[config.mk]
export PLATFORM = sky130hd
export DESIGN_NAME = icache_ctrl
export DESIGN_NICKNAME = d
export VERILOG_FILES = /design/src/source/icache_pkg.sv /design/src/source/mem_bus_pkg.sv /design/src/source/icache_ctrl.sv
export VERILOG_INCLUDE_DIRS = /design/src /design/src/source
export SDC_FILE = /design/constraint.sdc
export NUM_CORES = 1
export LEC_CHECK = 0
export BUFFER_PORTS_ARGS = -buffer_cell sky130_fd_sc_hd__buf_2
export CORE_MARGIN = 4
export CORE_UTILIZATION = 42
export CTS_BUF_LIST = sky130_fd_sc_hd__clkbuf_16
export CTS_CLUSTER_SIZE = 40
export DETAILED_ROUTE_END_ITERATION = 16
export GPL_TIMING_DRIVEN = 1
export PLACE_DENSITY = 0.85
export SETUP_SLACK_MARGIN = 0.2
export SYNTH_ARGS = -nofsm -noshare
export SYNTH_HDL_FRONTEND = slang
export SYNTH_SLANG_ARGS = --single-unit
[constraint.sdc]
create_clock -name clk -period 3.5 [get_ports clk]
set_input_delay 0.175 -clock clk [delete_from_list [all_inputs] [get_ports clk]]
set_output_delay 0.175 -clock clk [all_outputs]
set_load 0.1 [all_outputs]
[src/source/icache_defs.svh]
// Geometry is fixed at 64 lines of 16 bytes over 32-bit addresses; change all widths together
`ifndef ICACHE_DEFS_SVH
`define ICACHE_DEFS_SVH

// ======================================================================
// Address split
// ======================================================================

// Byte address and instruction word width
`define ICACHE_ADDR_W 32

// Line index, selects one of 64 lines
`define ICACHE_INDEX_W 6

// Byte offset inside a 16-byte line
`define ICACHE_OFFSET_W 4

// Words per line, one refill beat each
`define ICACHE_WORDS 4

// Whatever is left above index and offset
`define ICACHE_TAG_W (`ICACHE_ADDR_W - `ICACHE_INDEX_W - `ICACHE_OFFSET_W)

// Upper bound in cycles for any testbench wait loop
`define ICACHE_TIMEOUT 400

`endif
[src/source/icache_pkg.sv]
// Cache geometry types; widths come from icache_defs.svh and are not meant to be overridden
`default_nettype none

`include "icache_defs.svh"

package icache_pkg;

    // ======================================================================
    // Address and data
    // ======================================================================

    // Byte address as seen on the fetch port
    typedef logic [`ICACHE_ADDR_W-1:0] addr_t;

    // One instruction word
    typedef logic [`ICACHE_ADDR_W-1:0] word_t;

    // ======================================================================
    // Line geometry
    // ======================================================================

    typedef logic [`ICACHE_INDEX_W-1:0] index_t;

    typedef logic [`ICACHE_TAG_W-1:0] tag_t;

    // Word within a line, address bits just above the byte lane
    typedef logic [$clog2(`ICACHE_WORDS)-1:0] word_sel_t;

    // Whole line, word 0 in the low bits
    typedef logic [`ICACHE_WORDS*`ICACHE_ADDR_W-1:0] line_t;

    // One extra bit so the counter can sit at the full beat count
    typedef logic [$clog2(`ICACHE_WORDS):0] beat_cnt_t;

    // ======================================================================
    // Controller
    // ======================================================================

    typedef enum logic [1:0] {
        IDLE,
        LOOKUP,
        REFILL,
        DONE
    } ctrl_state_t;

endpackage

`default_nettype wire

[src/source/mem_bus_pkg.sv]
// Core and memory port bundles; plain levels only, the memory side has no write path
`default_nettype none

package mem_bus_pkg;

    import icache_pkg::*;

    // ======================================================================
    // Core fetch port
    // ======================================================================

    // Core holds req and addr steady until stall drops
    typedef struct packed {
        logic  req;
        addr_t addr;
    } fetch_req_t;

    // Wait level and the fetched word, word valid when stall is low in DONE
    typedef struct packed {
        logic  stall;
        word_t data;
    } fetch_rsp_t;

    // ======================================================================
    // Memory refill port
    // ======================================================================

    // Line-aligned address, req held for the whole refill
    typedef struct packed {
        logic  req;
        addr_t addr;
    } refill_req_t;

    // One word moves on each cycle with req high and stall low
    typedef struct packed {
        logic  stall;
        word_t data;
    } refill_rsp_t;

endpackage

`default_nettype wire

[src/source/icache_ctrl.sv]
// One fetch in flight at a time; the core must hold req and addr until wait drops
`default_nettype none

`include "icache_defs.svh"

module icache_ctrl
    import icache_pkg::*;
    import mem_bus_pkg::*;
(
    input  logic        clk,
    input  logic        rst,
    input  fetch_req_t  fetch_req,
    output fetch_rsp_t  fetch_rsp,
    output refill_req_t refill_req,
    input  refill_rsp_t refill_rsp,
    input  logic        hit,
    input  word_t       rdata,
    output logic        lookup_en,
    output logic        fill_en,
    output logic        beat_en,
    output logic        use_fill,
    output index_t      cur_index,
    output tag_t        cur_tag,
    output word_sel_t   word_sel
);

    ctrl_state_t state;
    ctrl_state_t state_nxt;

    addr_t     addr_q;
    beat_cnt_t beat_cnt;
    word_t     word_q;
    logic      beats_done;

    // ======================================================================
    // State machine
    // ======================================================================

    always_ff @(posedge clk or posedge rst) begin
        if (rst) begin
            state <= IDLE;
        end else begin
            state <= state_nxt;
        end
    end

    always_comb begin
        state_nxt = state;
        case (state)
            IDLE: begin
                if (fetch_req.req) begin
                    state_nxt = LOOKUP;
                end
            end
            LOOKUP: begin
                state_nxt = hit ? DONE : REFILL;
            end
            REFILL: begin
                if (beats_done) begin
                    state_nxt = DONE;
                end
            end
            default: begin
                state_nxt = IDLE;
            end
        endcase
    end

    // Request address, held for lookup compare and refill
    always_ff @(posedge clk) begin
        if (lookup_en) begin
            addr_q <= fetch_req.addr;
        end
    end

    // ======================================================================
    // Refill beat counter
    // ======================================================================

    assign beats_done = (beat_cnt == beat_cnt_t'(`ICACHE_WORDS));

    always_ff @(posedge clk or posedge rst) begin
        if (rst) begin
            beat_cnt <= '0;
        end else if (beats_done) begin
            beat_cnt <= '0;
        end else if (beat_en) begin
            beat_cnt <= beat_cnt + 1'b1;
        end
    end

    // ======================================================================
    // Store strobes
    // ======================================================================

    assign lookup_en = (state == IDLE) && fetch_req.req;
    assign beat_en   = (state == REFILL) && !beats_done && !refill_rsp.stall;
    assign fill_en   = (state == REFILL) && beats_done;
    assign use_fill  = (state == REFILL);

    // In IDLE the index comes straight from the port so the read lands in LOOKUP
    assign cur_index = (state == IDLE) ? fetch_req.addr[`ICACHE_OFFSET_W +: `ICACHE_INDEX_W]
                                       : addr_q[`ICACHE_OFFSET_W +: `ICACHE_INDEX_W];
    assign cur_tag   = addr_q[`ICACHE_ADDR_W-1 -: `ICACHE_TAG_W];
    assign word_sel  = addr_q[2 +: $bits(word_sel_t)];

    // ======================================================================
    // Core and memory outputs
    // ======================================================================

    // Word is taken on a hit in LOOKUP or once the line is complete
    always_ff @(posedge clk) begin
        if (((state == LOOKUP) && hit) || fill_en) begin
            word_q <= rdata;
        end
    end

    always_comb begin
        case (state)
            IDLE:    fetch_rsp.stall = fetch_req.req;
            DONE:    fetch_rsp.stall = 1'b0;
            default: fetch_rsp.stall = 1'b1;
        endcase
    end

    assign fetch_rsp.data = word_q;

    assign refill_req.req  = (state == REFILL) && !beats_done;
    assign refill_req.addr = {addr_q[`ICACHE_ADDR_W-1:`ICACHE_OFFSET_W], {`ICACHE_OFFSET_W{1'b0}}};

    // ======================================================================
    // Checks
    // ======================================================================

    // Memory request lives only in REFILL, entered from a missed LOOKUP
    mem_req_refill_only: assert property (
        @(posedge clk) disable iff (rst)
        refill_req.req |-> (state == REFILL) && ($past(state) inside {LOOKUP, REFILL})
    ) else $error("memory request outside REFILL");

    // A pending fetch never sees wait drop before DONE
    core_wait_held: assert property (
        @(posedge clk) disable iff (rst)
        fetch_req.req && (state inside {LOOKUP, REFILL}) |-> fetch_rsp.stall
    ) else $error("core wait low while fetch pending");

endmodule

`default_nettype wire

==> impl_results.md <==
* Achievable frequency at 410 MHz
* Reg-to-reg startpoint: state[0]
* CTS Buf Count at 9
* # DRC at 0
* Synth Cell Area at ~2500 um^2
* Status: finished clean
* CP Max Fanout at 31
* Most frequent cell after synthesis: edfxtp_1
* Routability cong. at 0.737
* Clock tree sinks at 67
* Io pins at 201
* Fillers at between 400 and 500
* Sequential share of the synthesized area at about four fifths
* Hpwl dp at around 4600 um
* Final Hold Vio Count at 0
* Drt via density at 4.47
* R2R Setup Slk at 1.71 ns
* CP endpoint kind: output port
* Reg-to-reg endpoint: addr_q[2]
* Yosys top cell area share at 74.0%
* RSZ-0062 raised after global routing: false
* Syn Inst Count at 133
* Die area at 7290 um^2
* Synth cell types at 25
* Pin count of the biggest net entering global routing at 33
* Min-delay src: fetch_req[30]
* Worst EP required at 3.32 ns
* Synth top area cells: edfxtp_1 (74%), buf_4 (7.8%), dfrtp_1 (5.0%)
* Worst Path Arrival at 2.26 ns
* Hold Path End: addr_q[30]
* Post-detailed-routing wire length at 5750 um
* Met3 usage at under 10%
* Hold Path Depth at 1
* H-tree level count at 3
* Setup TNS at 0 ns
* Post-Layout Cell Count at 362
* Setup violation total in the final timing report at 0
* CTS tree: yes
* Period utilisation layout at 69.6%
* Root Buffer: clkbuf_16
* Post-synth EDFFs at 62
* Worst min path class: primary input to register
* Post-synth ARST share at 7.46%
* Clk Latency, worst-skew pair at ~0.31 ns
* DRT iter0 DRCs at 40
* Crit path launch type: register
* Yosys warning total at 0
* GRT met1 Usage at 15.1%
* GR peak layer: met2
* Number of max-cap violations at 0
* DIE WIDTH at 85.4 um
* Global-route wire length before repair at roughly 8500 um
* Core box area at 5640 um^2
* Min setup slack post-route at 1.06 ns
* Synth Flop Type: edfxtp_1
* Setup Fix Bufs, Post-CTS at 0
* DIE HEIGHT at 85.4 um
* Worst slew pin tran at 0.519 ns
* Antenna violations before repair at 1
* Port Buffers at 162
* WL/cell at 15.9 um
* Reg clk slew, reported paths at 0.05 ns
* Starting density of the core at 44.6%
* Vias in the first global route at 1636
* Share of layout cells above drive strength 1 at roughly two thirds
* Synthesized flop and latch total at 67
* Post-synth top area cell: edfxtp_1
* Total Nets Final at just under 400
* Avg Cell Area, Syn at ~19 um^2
* Register Area at between 1500 and 2000 um^2
* Setup WS pre-CTS at 1.36 ns
* Syn-to-layout area delta at 39.4%
* Cells on worst reg2reg path at 4
* Multi-input gate area at 312 um^2
* Slew Viols, Final at 0
* Crit Path Class: register to output port
* Placed cells at 345
* Min Tclk post-route at 2.44 ns
* Most frequent cells after synthesis: edfxtp_1 (62), buf_4 (26), ha_1 (6), inv_1 (6), mux2_2 (6)
* Floorplan row count at 27
* Ant. Diodes at 0
* GRT overflow at 0
* Pre-Repair DR Iteration Count at 4
* All-Layer GR Usage at between 10% and 20%
* Slew headroom at 65.7%
* Via count at 1619
* Post-DRT Antenna Nets at 0
* Clock Skew at ~0.0033 ns
* M2 GR Usage at 29.1%
* Clock buffer depth at 2
* Core Util, Final at 62.2%
cells in the final DEF, fill, tap and decap left out:
cell type	instances
nand2_1	1
a21boi_2	1
inv_1	7
o41ai_1	1
nand2b_1	1
xnor2_1	1
nor2_2	1
clkinv_2	2
clkbuf_16	9
clkinv_1	2
ha_1	6
o21ai_0	1
mux2_2	6
and3_2	1
and2_1	1
a21oi_1	3
buf_4	2
edfxtp_1	62
and2b_1	1
buf_2	162
and2b_4	1
mux2i_1	2
a21boi_1	1
mux2_4	1
a211oi_1	1
dfrtp_1	5
dlygate4sd3_1	1
conb_1	4
a21o_1	1
clkinvlp_4	2
worst max path at each step:
| stage | end | from | slack [ns] | cells past startpoint |
|---|---|---|---|---|
| 3_3_place_gp | lookup_en | state[0] | 1.39 | 5 |
| 4_1_cts | lookup_en | state[0] | 1.02 | 5 |
| 2_1_floorplan | beat_en | state[0] | 0.23 | 4 |
| 5_1_grt | lookup_en | state[1] | 0.90 | 5 |
| 6_report | lookup_en | state[0] | 1.06 | 5 |
| 3_5_place_dp | lookup_en | state[0] | 1.36 | 5 |
logic make-up after synthesis:
group | after synthesis | share of synthesized area [%]
flip-flops | 67 | 79.0
buffers and inverters | 33 | 9.10
AO/OA/AOI/OAI | 9 | 2.49
multiplexers | 9 | 4.08
AND/OR/NAND/NOR | 7 | 1.89
adder cells (fa/ha/maj) | 6 | 2.98
other | 1 | 0.149
XOR/XNOR | 1 | 0.348
layer usage:
layer / vias up / wire, um
met2: 91 / 3190
met1: 759 / 1890
met4: 2 / 46
met3: 7 / 612
li1: 760 / -
met5: - / 10
worst max-delay path, cell delays in order (launching register included):
cell and delay, ns:
dfrtp_1 0.41, inv_1 0.09, ha_1 0.40, and2_1 0.18
buf_4 0.35, buf_2 0.51
metrics by stage:
step	hold slack, ns	area (um^2)
after floorplan	-0.0465	2530
after global placement	0.0801	3240
after detailed placement	0.0883	3240
after CTS	0.0242	3510
after global routing	0.0183	3510
final	0.0364	3510
flip-flops by register name (all words and copies together) (netlist names):
register and cells:
state 2, beat_cnt 3, addr_q 30, word_q 32
area by class of cell:
cell class,count,area share [%]
sequential,67,56.6
timing repair buffer,165,23.8
multi-input combinational,36,8.88
clock buffer,9,6.42
tap,72,2.57
clock inverter,7,1.03
inverter,6,0.642
repair_timing:
action                                  CTS  global route
gates resized for setup                   0             0
hold buffers                              1             0
hold endpoints to repair                  5             0
endpoints found under the setup margin    0             0
Power is not shown: default switching activity piles up to over one toggle a cycle in this logic, so the estimate is an artifact.
