--- config.mk ---
export PLATFORM = sky130hd
export DESIGN_NAME = icache_tag_store
export DESIGN_NICKNAME = d
export VERILOG_FILES = /design/src/source/icache_pkg.sv /design/src/source/icache_tag_store.sv
export VERILOG_INCLUDE_DIRS = /design/src /design/src/source
export SDC_FILE = /design/constraint.sdc
export NUM_CORES = 1
export LEC_CHECK = 0
export BUFFER_PORTS_ARGS = -buffer_cell sky130_fd_sc_hd__buf_2
export CELL_PAD_IN_SITES_DETAIL_PLACEMENT = 0
export CELL_PAD_IN_SITES_GLOBAL_PLACEMENT = 1
export CORE_ASPECT_RATIO = 1.2
export CORE_UTILIZATION = 55
export DETAILED_ROUTE_END_ITERATION = 12
export PLACE_DENSITY_LB_ADDON = 0.1
export SLEW_MARGIN = 20
export SYNTH_ARGS = -nofsm -noshare
export SYNTH_HDL_FRONTEND = slang
export SYNTH_SLANG_ARGS = --single-unit
--- constraint.sdc ---
create_clock -name clk -period 3.9 [get_ports clk]
set_input_delay 0.585 -clock clk [delete_from_list [all_inputs] [get_ports clk]]
set_output_delay 0.585 -clock clk [all_outputs]
set_load 0.01 [all_outputs]
--- src/source/icache_defs.svh ---
// Geometry is fixed at 64 lines of 16 bytes over 32-bit addresses; change all widths together
`ifndef ICACHE_DEFS_SVH
`define ICACHE_DEFS_SVH

// ======================================================================
// Address split
// ======================================================================

// Byte address and instruction word width
`define ICACHE_ADDR_W 32

// Line index, selects one of 64 lines
`define ICACHE_INDEX_W 6

// Byte offset inside a 16-byte line
`define ICACHE_OFFSET_W 4

// Words per line, one refill beat each
`define ICACHE_WORDS 4

// Whatever is left above index and offset
`define ICACHE_TAG_W (`ICACHE_ADDR_W - `ICACHE_INDEX_W - `ICACHE_OFFSET_W)

// Upper bound in cycles for any testbench wait loop
`define ICACHE_TIMEOUT 400

`endif
--- src/source/icache_pkg.sv ---
// Cache geometry types; widths come from icache_defs.svh and are not meant to be overridden
`default_nettype none

`include "icache_defs.svh"

package icache_pkg;

    // ======================================================================
    // Address and data
    // ======================================================================

    // Byte address as seen on the fetch port
    typedef logic [`ICACHE_ADDR_W-1:0] addr_t;

    // One instruction word
    typedef logic [`ICACHE_ADDR_W-1:0] word_t;

    // ======================================================================
    // Line geometry
    // ======================================================================

    typedef logic [`ICACHE_INDEX_W-1:0] index_t;

    typedef logic [`ICACHE_TAG_W-1:0] tag_t;

    // Word within a line, address bits just above the byte lane
    typedef logic [$clog2(`ICACHE_WORDS)-1:0] word_sel_t;

    // Whole line, word 0 in the low bits
    typedef logic [`ICACHE_WORDS*`ICACHE_ADDR_W-1:0] line_t;

    // One extra bit so the counter can sit at the full beat count
    typedef logic [$clog2(`ICACHE_WORDS):0] beat_cnt_t;

    // ======================================================================
    // Controller
    // ======================================================================

    typedef enum logic [1:0] {
        IDLE,
        LOOKUP,
        REFILL,
        DONE
    } ctrl_state_t;

endpackage

`default_nettype wire

--- src/source/icache_tag_store.sv ---
// Tags and valid bits for 64 lines; lookup and fill must never share a cycle
`default_nettype none

`include "icache_defs.svh"

module icache_tag_store
    import icache_pkg::*;
(
    input  logic   clk,
    input  logic   rst,
    input  logic   lookup_en,
    input  index_t lookup_index,
    input  tag_t   lookup_tag,
    input  logic   fill_en,
    input  index_t fill_index,
    input  tag_t   fill_tag,
    output logic   hit
);

    tag_t tag_mem [(1 << `ICACHE_INDEX_W)];
    tag_t tag_q;

    logic [(1 << `ICACHE_INDEX_W)-1:0] valid;
    logic valid_q;

    // ======================================================================
    // Tag memory, registered read
    // ======================================================================

    always_ff @(posedge clk) begin
        if (fill_en) begin
            tag_mem[fill_index] <= fill_tag;
        end
        if (lookup_en) begin
            tag_q <= tag_mem[lookup_index];
        end
    end

    // ======================================================================
    // Valid bits
    // ======================================================================

    // All lines invalid after reset, a fill marks its line
    always_ff @(posedge clk or posedge rst) begin
        if (rst) begin
            valid   <= '0;
            valid_q <= 1'b0;
        end else begin
            if (fill_en) begin
                valid[fill_index] <= 1'b1;
            end
            if (lookup_en) begin
                valid_q <= valid[lookup_index];
            end
        end
    end

    // Compared against the captured tag in the cycle after the lookup strobe
    assign hit = valid_q && (tag_q == lookup_tag);

    // Controller only fills in REFILL and only looks up in IDLE
    lookup_fill_excl: assert property (
        @(posedge clk) disable iff (rst)
        lookup_en |-> !fill_en
    ) else $error("tag store saw lookup and fill together");

endmodule

`default_nettype wire

==> results.md, run 1 <==
* Status: complete, no violations
* Gate power share at roughly 5.5%
* WP data required at 4380 ps
* Final nets at between 2000 and 3000
* Syn Std Cell Area at roughly 57000 µm²
* Final period util at 76.4%
* Flops & latches, synth at 1495
* Clk network pwr share at 41.1%
* DR iter-0 viols at 2736
* Int Pwr at roughly 27 mW
* Startpoint types: input port
* Via density at about 6.4
* Final wirelength at roughly 140000 µm
* Max Cap Viol at 0
* Root buffer cell: clkbuf_16
* Synth Net Count at 2432
* Slew Limit Fails at 0
* GRT Total Usage at between 20 and 30%
* Post-synth top cells: edfxtp_1 (1430), mux4_2 (449), nor2_1 (87)
* Sequential power share at between 50% and 60%
* First-pass GRT wire length at a little over 200000 µm
* Placement Rows at 129
* Max-slew headroom at the worst pin at 23.8%
* Post-CTS Hold Fix Bufs at 1
* GP Congestion at around 0.87
* RSZ-0062 raised after global routing: no
* Deepest clock path buffer count at 3
* Peak VDD IR at 463 µV
* Yosys warns at 0
* Clk pin slew, worst setup/hold paths at roughly 60 ps
* Area growth from synthesis to layout at 13.4%
* Post-Layout Cell Count at between 4000 and 5000
* Mux share of post-synthesis cell area at between 10% and 20%
* Post-CTS setup repair buffer count at 0
* Final hold vios at 0
* Adder-cell share of the synthesized area at 0%
* PD cells at a little over 500 nW/µm²
* Number of global-route vias before repair at 27500
* Post-Synthesis Cells at 2372
* Setup CP Type: in -> reg
* Slew of the pin with the lowest slew margin at 1140 ps
* Critical path arrival at 3460 ps
* P_sw at 6.94 mW
* TritonCTS Sinks at about 1500
* R2r setup slk at ~1400 ps
* Largest area contributor in the netlist: edfxtp_1
* Largest net degree at the start of global routing at 65
* Pleak at 20.7 nW
* Die Span Y at 355 µm
* Detail Route Antenna Nets at 0
* Area of the multi-input gates at between 10000 and 15000 µm²
* Final Critical Period at 2980 ps
* Sequential area share after synthesis at between 70 and 80%
* Initial Utilization at 55.4%
* Switching share of total power at approximately a fifth
* Layout cells sized above 1 at a little over a third
* # placed instances at 3840
* FMAX at about 340 MHz
* Full die area at roughly 110000 µm²
* Htree depth at 4
* Via count at roughly 26000
* Core area at about 100000 µm²
* I/O pin count at a little over 60
* Synth area leaders: edfxtp_1 (75%), mux4_2 (18%), dfrtp_1 (2.8%), or2_2 (0.72%), nor2_1 (0.57%)
* Clock Skews at 26.6 ps
* Number of flops mapped to enable cells by yosys at about 1400
* DR WL/cell at ~35 µm
* Initial antenna violation count at 10
* Detailed Place HPWL at ~81000 µm
* Worst Path Max Fanout at 39
* Input/output buffers at 60
* Storage element area at 44600 µm²
* # setup viols final at 0
* DRC Markers at 0
* Simple-gate share of the synthesized area at 1.81%
* TNS Setup at 0 ps
* Worst min-delay path class: in -> reg
* Compound-Gate Fraction of Synth Area at 0.649%
* Post-Synth XOR/XNOR Area at less than 1%
* FILL cells at a little under 7000
* Post-CTS Resized at 0
* Post-synth cell types at 32
* Top FF cell, synth: edfxtp_1
* Die X at 296 µm
* Most common cell in the synthesized netlist: edfxtp_1
* Critical Path End Type: flop
* Remaining Overflow, GRT at 0
* First-pass DRT Iterations at 5
* CTS tree: built
* Largest family of logic cells by synthesized area: multiplexers
* Post-synth ARST share at around 4.3%
* Yosys top cell area share at about three quarters
* CTS Buf Count at 145
* Mapped Avg Cell Area at 24.1 µm²
* Clk_lat worst skew at just under 800 ps
[kinds of logic (layout without fill, tap and decap cells)]
group                  Yosys count  in the layout
XOR/XNOR                        22             22
AO/OA/AOI/OAI                   55             55
other                            0              4
AND/OR/NAND/NOR                209            209
flip-flops                    1495           1495
multiplexers                   469            469
buffers and inverters          122            475
[critical path, cell delays in order]
cell and delay (ps):
buf_8 260, buf_12 330, buf_4 340, mux4_2 540
mux4_2 530, o22ai_1 630, nor2_1 110
[cells in the final DEF (no fill, tap or decap), types with 14 or more instances in the layout]
cell type     n
clkbuf_16   154
xor2_1       15
nor2_2       64
buf_2        48
nand2_1      19
buf_12       16
buf_4       144
o22ai_1      34
dfrtp_1      65
mux4_2      449
a22oi_1      14
nor2_1       23
edfxtp_1   1430
mux2i_1      20
clkbuf_1     29
or2_2        66
clkinv_1     31
clkinv_2     22
[flip-flops by register name, indices dropped and copies added (netlist names)]
| signal | cells |
|---|---|
| tag_mem | 1408 |
| valid | 64 |
| tag_q | 22 |
| valid_q | 1 |
[worst paths after layout]
check,from,cells after the start,endpoint
max,lookup_index[0],7,tag_q[18]$_DFFE_PP_
min,lookup_en,1,tag_q[21]$_DFFE_PP_
max reg2reg,tag_mem[52][12]$_DFFE_PP_,4,tag_q[12]$_DFFE_PP_
min reg2reg,valid[12]$_DFFE_PP0P_,1,valid[12]$_DFFE_PP0P_
max in group asynchronous,rst,4,valid[7]$_DFFE_PP0P_
min in group asynchronous,rst,3,valid[43]$_DFFE_PP0P_
[layer usage]
metal	wire length (µm)	track usage, %
met5	23	0
met4	4510	9.00
met3	10100	4.97
met2	73400	47.0
met1	55100	38.4
[through the flow]
step / power, mW / setup slack [ps] / hold slack (ps) / utilization (%) / area, µm²
final: 33.7 / 919 / 276 / 62.9 / 64800
after global routing: 34.6 / 865 / 241 / 62.9 / 64800
after CTS: 33.9 / 957 / 230 / 62.9 / 64700
after detailed placement: 20.2 / 145 / 449 / 58.3 / 60000
after global placement: 20.1 / 159 / 446 / 58.3 / 60000
after floorplan: 19.3 / 1130 / 434 / - / 57100
[power groups by stage]
stage               Sequential, mW  Combinational [mW]  Clock, mW
CTS                           18.0                1.88       14.0
global placement              18.3                1.84          0
floorplan                     18.2                1.06          0
finish                        18.0                1.86       13.8
global route                  18.0                1.96       14.7
detailed placement            18.3                1.88          0
[cell type report]
class                           count  share of cell area (%)
Multi-Input combinational cell    755                    18.6
Clock buffer                      185                    6.16
Tap cell                         1375                    2.66
Antenna cell                        4                  0.0155
Sequential cell                  1495                    68.8
Timing Repair Buffer              213                    2.63
Inverter                            3                  0.0174
Clock inverter                     74                    1.06
Power figures use the tool's default switching activity.
==> inputs of run 2 (changes only) <==
- clock period: 3.9 -> 2.8 ns (I/O delays scaled with it)
==> run 2 against run 1 <==
Compared with the run above:
- sequential cell count unchanged
- utilization increased by 1.6 points
- power increased by 40%
- via count increased by 0.94%
- hold slack got worse by 190 ps
- clock skew decreased by 9.4 ps
- sequential share of layout area decreased by 1.7 points
- routed wire length increased by 1.3%
- design area increased by 2.6%
- worst setup slack got worse by 850 ps
- non-clock buffer count increased by 83
- critical endpoint is now hit
- largest power group unchanged
- highest routed layer unchanged
==> results.md, run 2 (synthesized netlist as in run 1, its figures left out) <==
* Commonest non-fill, non-tap cell in the layout: edfxtp_1
* First-pass GRT wire length at 205000 µm (+1.6%)
* TritonCTS Sinks at 1495 (unchanged)
* Final nets at 2756 (+3.1%)
* Critical path arrival at 2320 ps (-1140 ps)
* Die X at 296 µm (unchanged)
* Worst Path Max Fanout at 1 (-97%)
* WP data required at 2380 ps (-2000 ps)
* Initial Utilization at 55.4% (unchanged)
* Initial antenna violation count at 10 (unchanged)
* Detailed Place HPWL at 86100 µm (+6.6%)
* Core area at 103000 µm² (unchanged)
* Peak VDD IR at 610 µV (+32%)
* FMAX at approximately 370 MHz
* Status: complete, no violations
* Slowest stage cell on the critical path: edfxtp_1
* Placement Rows at 129 (unchanged)
* Remaining Overflow, GRT at 0 (unchanged)
* Commonest cells after routing, fill and taps aside: edfxtp_1 (1430), mux4_2 (449), clkbuf_16 (152), buf_4 (134), buf_12 (100)
* PD cells at 710 nW/µm² (+37%)
* CTS Buf Count at 145 (unchanged)
* P_sw at 9.75 mW (+40%)
* Via count at 26600 (+0.94%)
* Slew Limit Fails at 0 (unchanged)
* Post-Layout Cell Count at 4183 (+1.9%)
* Largest register FFs at 1408 (unchanged)
* Via density at 6.35 (-0.97%)
* Switching share of total power at 20.7% (+0.059 points)
* First-pass DRT Iterations at 5 (unchanged)
* Largest net degree at the start of global routing at 65 (unchanged)
* Worst setup margin at 64.5 ps (-854 ps)
* Layout cells sized above 1 at 38.4% (+2.0 points)
* Post-CTS setup repair buffer count at 0 (unchanged)
* Int Pwr at 37.4 mW (+40%)
* Gate power share at 5.9% (+0.4 points)
* Final Critical Period at 2740 ps
* Full die area at 105000 µm² (unchanged)
* Deepest clock path buffer count at 3 (unchanged)
* Fin area at 66400 µm² (+2.6%)
* CP bufs+invs at 1 (-2)
* Worst min-delay path class: in -> reg
* DRC Markers at 0 (unchanged)
* Biggest regs: tag_mem: 1408 flops, valid: 64 flops, tag_q: 22 flops
* Slowest stage delay, CP at 500 ps (-130 ps)
* RSZ-0062 raised after global routing: yes
* Die Span Y at 355 µm (unchanged)
* CTS tree: built
* R2r setup slk at 300 ps (-1120 ps)
* Critical Path End Type: output pin
* Post-DP Area at 61700 µm² (+2.8%)
* GRT Total Usage at 28.7% (+0.47 points)
* DP Worst Slack at -488 ps (-633 ps)
* Clk network pwr share at 41.0% (about the same)
* Area growth from synthesis to layout at 16.4%
* Sequential power share at 53.1% (-0.3 points)
* Final period util at 97.7%
* I/O pin count at 61 (unchanged)
* DR WL/cell at 34.7 µm (-0.58%)
* Clk pin slew, worst setup/hold paths at 60 ps (about the same)
* GP Congestion at 0.858 (-1.7%)
* Crit path max-delay family: simple AND/OR/NAND/NOR gates
* Pleak at 21.4 nW (+3.4%)
* Number of global-route vias before repair at 27900 (+1.4%)
* # setup viols final at 0 (unchanged)
* Clk_lat worst skew at 760 ps (about the same)
* Setup CP Type: reg -> out
* Startpoint types: flop
* Most flop-heavy register: tag_mem
* # placed instances at 3922 (+2.1%)
* Final wirelength at 145000 µm (+1.3%)
* Root buffer cell: clkbuf_16
* Max-slew headroom at the worst pin at 39.0% (+15 points)
* Input/output buffers at 60 (unchanged)
* Detail Route Antenna Nets at 0 (unchanged)
* Htree depth at 4 (unchanged)
* Final hold vios at 0 (unchanged)
* Max Cap Viol at 0 (unchanged)
* Clock Skews at 17.2 ps (-9.36 ps)
* Slew of the pin with the lowest slew margin at 914 ps (-229 ps)
* DR iter-0 viols at 2889 (+5.6%)
* CP Cell Sequence: xor2_1 -> nor4_4 -> nand4_1 -> nor3_2 -> buf_2
-- run 2: layer usage --
metal	global-route usage, %	share of wire, %
met1	38.1	38
met2	47.0	51
met3	5.86	7.1
met4	11.6	3.9
met5	0	0.030
-- run 2: cell type report --
type,count,area (µm²)
Multi-Input combinational cell,755,12100
Tap cell,1375,1720
Timing Repair Buffer,296,3360
Clock buffer,185,3970
Inverter,3,11.3
Sequential cell,1495,44600
Clock inverter,71,707
Fill cell,6789,36500
Antenna cell,3,7.51
-- run 2: metrics by stage --
stage          utilization, %  hold WS, ps  setup TNS, ps  power [mW]
6_report                 64.5         89.4              0        47.1
5_1_grt                  64.5         77.9          -48.0        48.5
4_1_cts                  64.5         47.5              0        47.4
3_5_place_dp             59.9          448          -4050        28.3
3_3_place_gp             59.9          446          -3840        28.2
2_1_floorplan               -          434              0        26.9
-- run 2: worst paths after layout --
kind,from,endpoint,cells past startpoint
min,fill_tag[10],tag_mem[35][10]$_DFFE_PP_,1
min in group asynchronous,rst,valid[63]$_DFFE_PP0P_,3
max,tag_q[21]$_DFFE_PP_,hit,5
max reg2reg,tag_mem[57][18]$_DFFE_PP_,tag_q[18]$_DFFE_PP_,4
max in group asynchronous,rst,valid[29]$_DFFE_PP0P_,4
min reg2reg,valid[22]$_DFFE_PP0P_,valid[22]$_DFFE_PP0P_,1
-- run 2: power groups by stage --
stage / Clock, mW / Sequential, mW / Combinational, mW
after floorplan: 0 / 25.4 / 1.48
after global placement: 0 / 25.5 / 2.74
after detailed placement: 0 / 25.5 / 2.79
after CTS: 19.6 / 25.0 / 2.81
after global routing: 20.5 / 25.0 / 2.93
final: 19.3 / 25.0 / 2.77
-- run 2: timing repair --
item | in CTS | in global routing
gates resized for setup | 2 | 1
pin swaps | 0 | 2
cloned | 0 | 0
setup endpoints to repair | 1 | 1
hold buffers | 2 | 0
hold endpoints to repair | 42 | 0
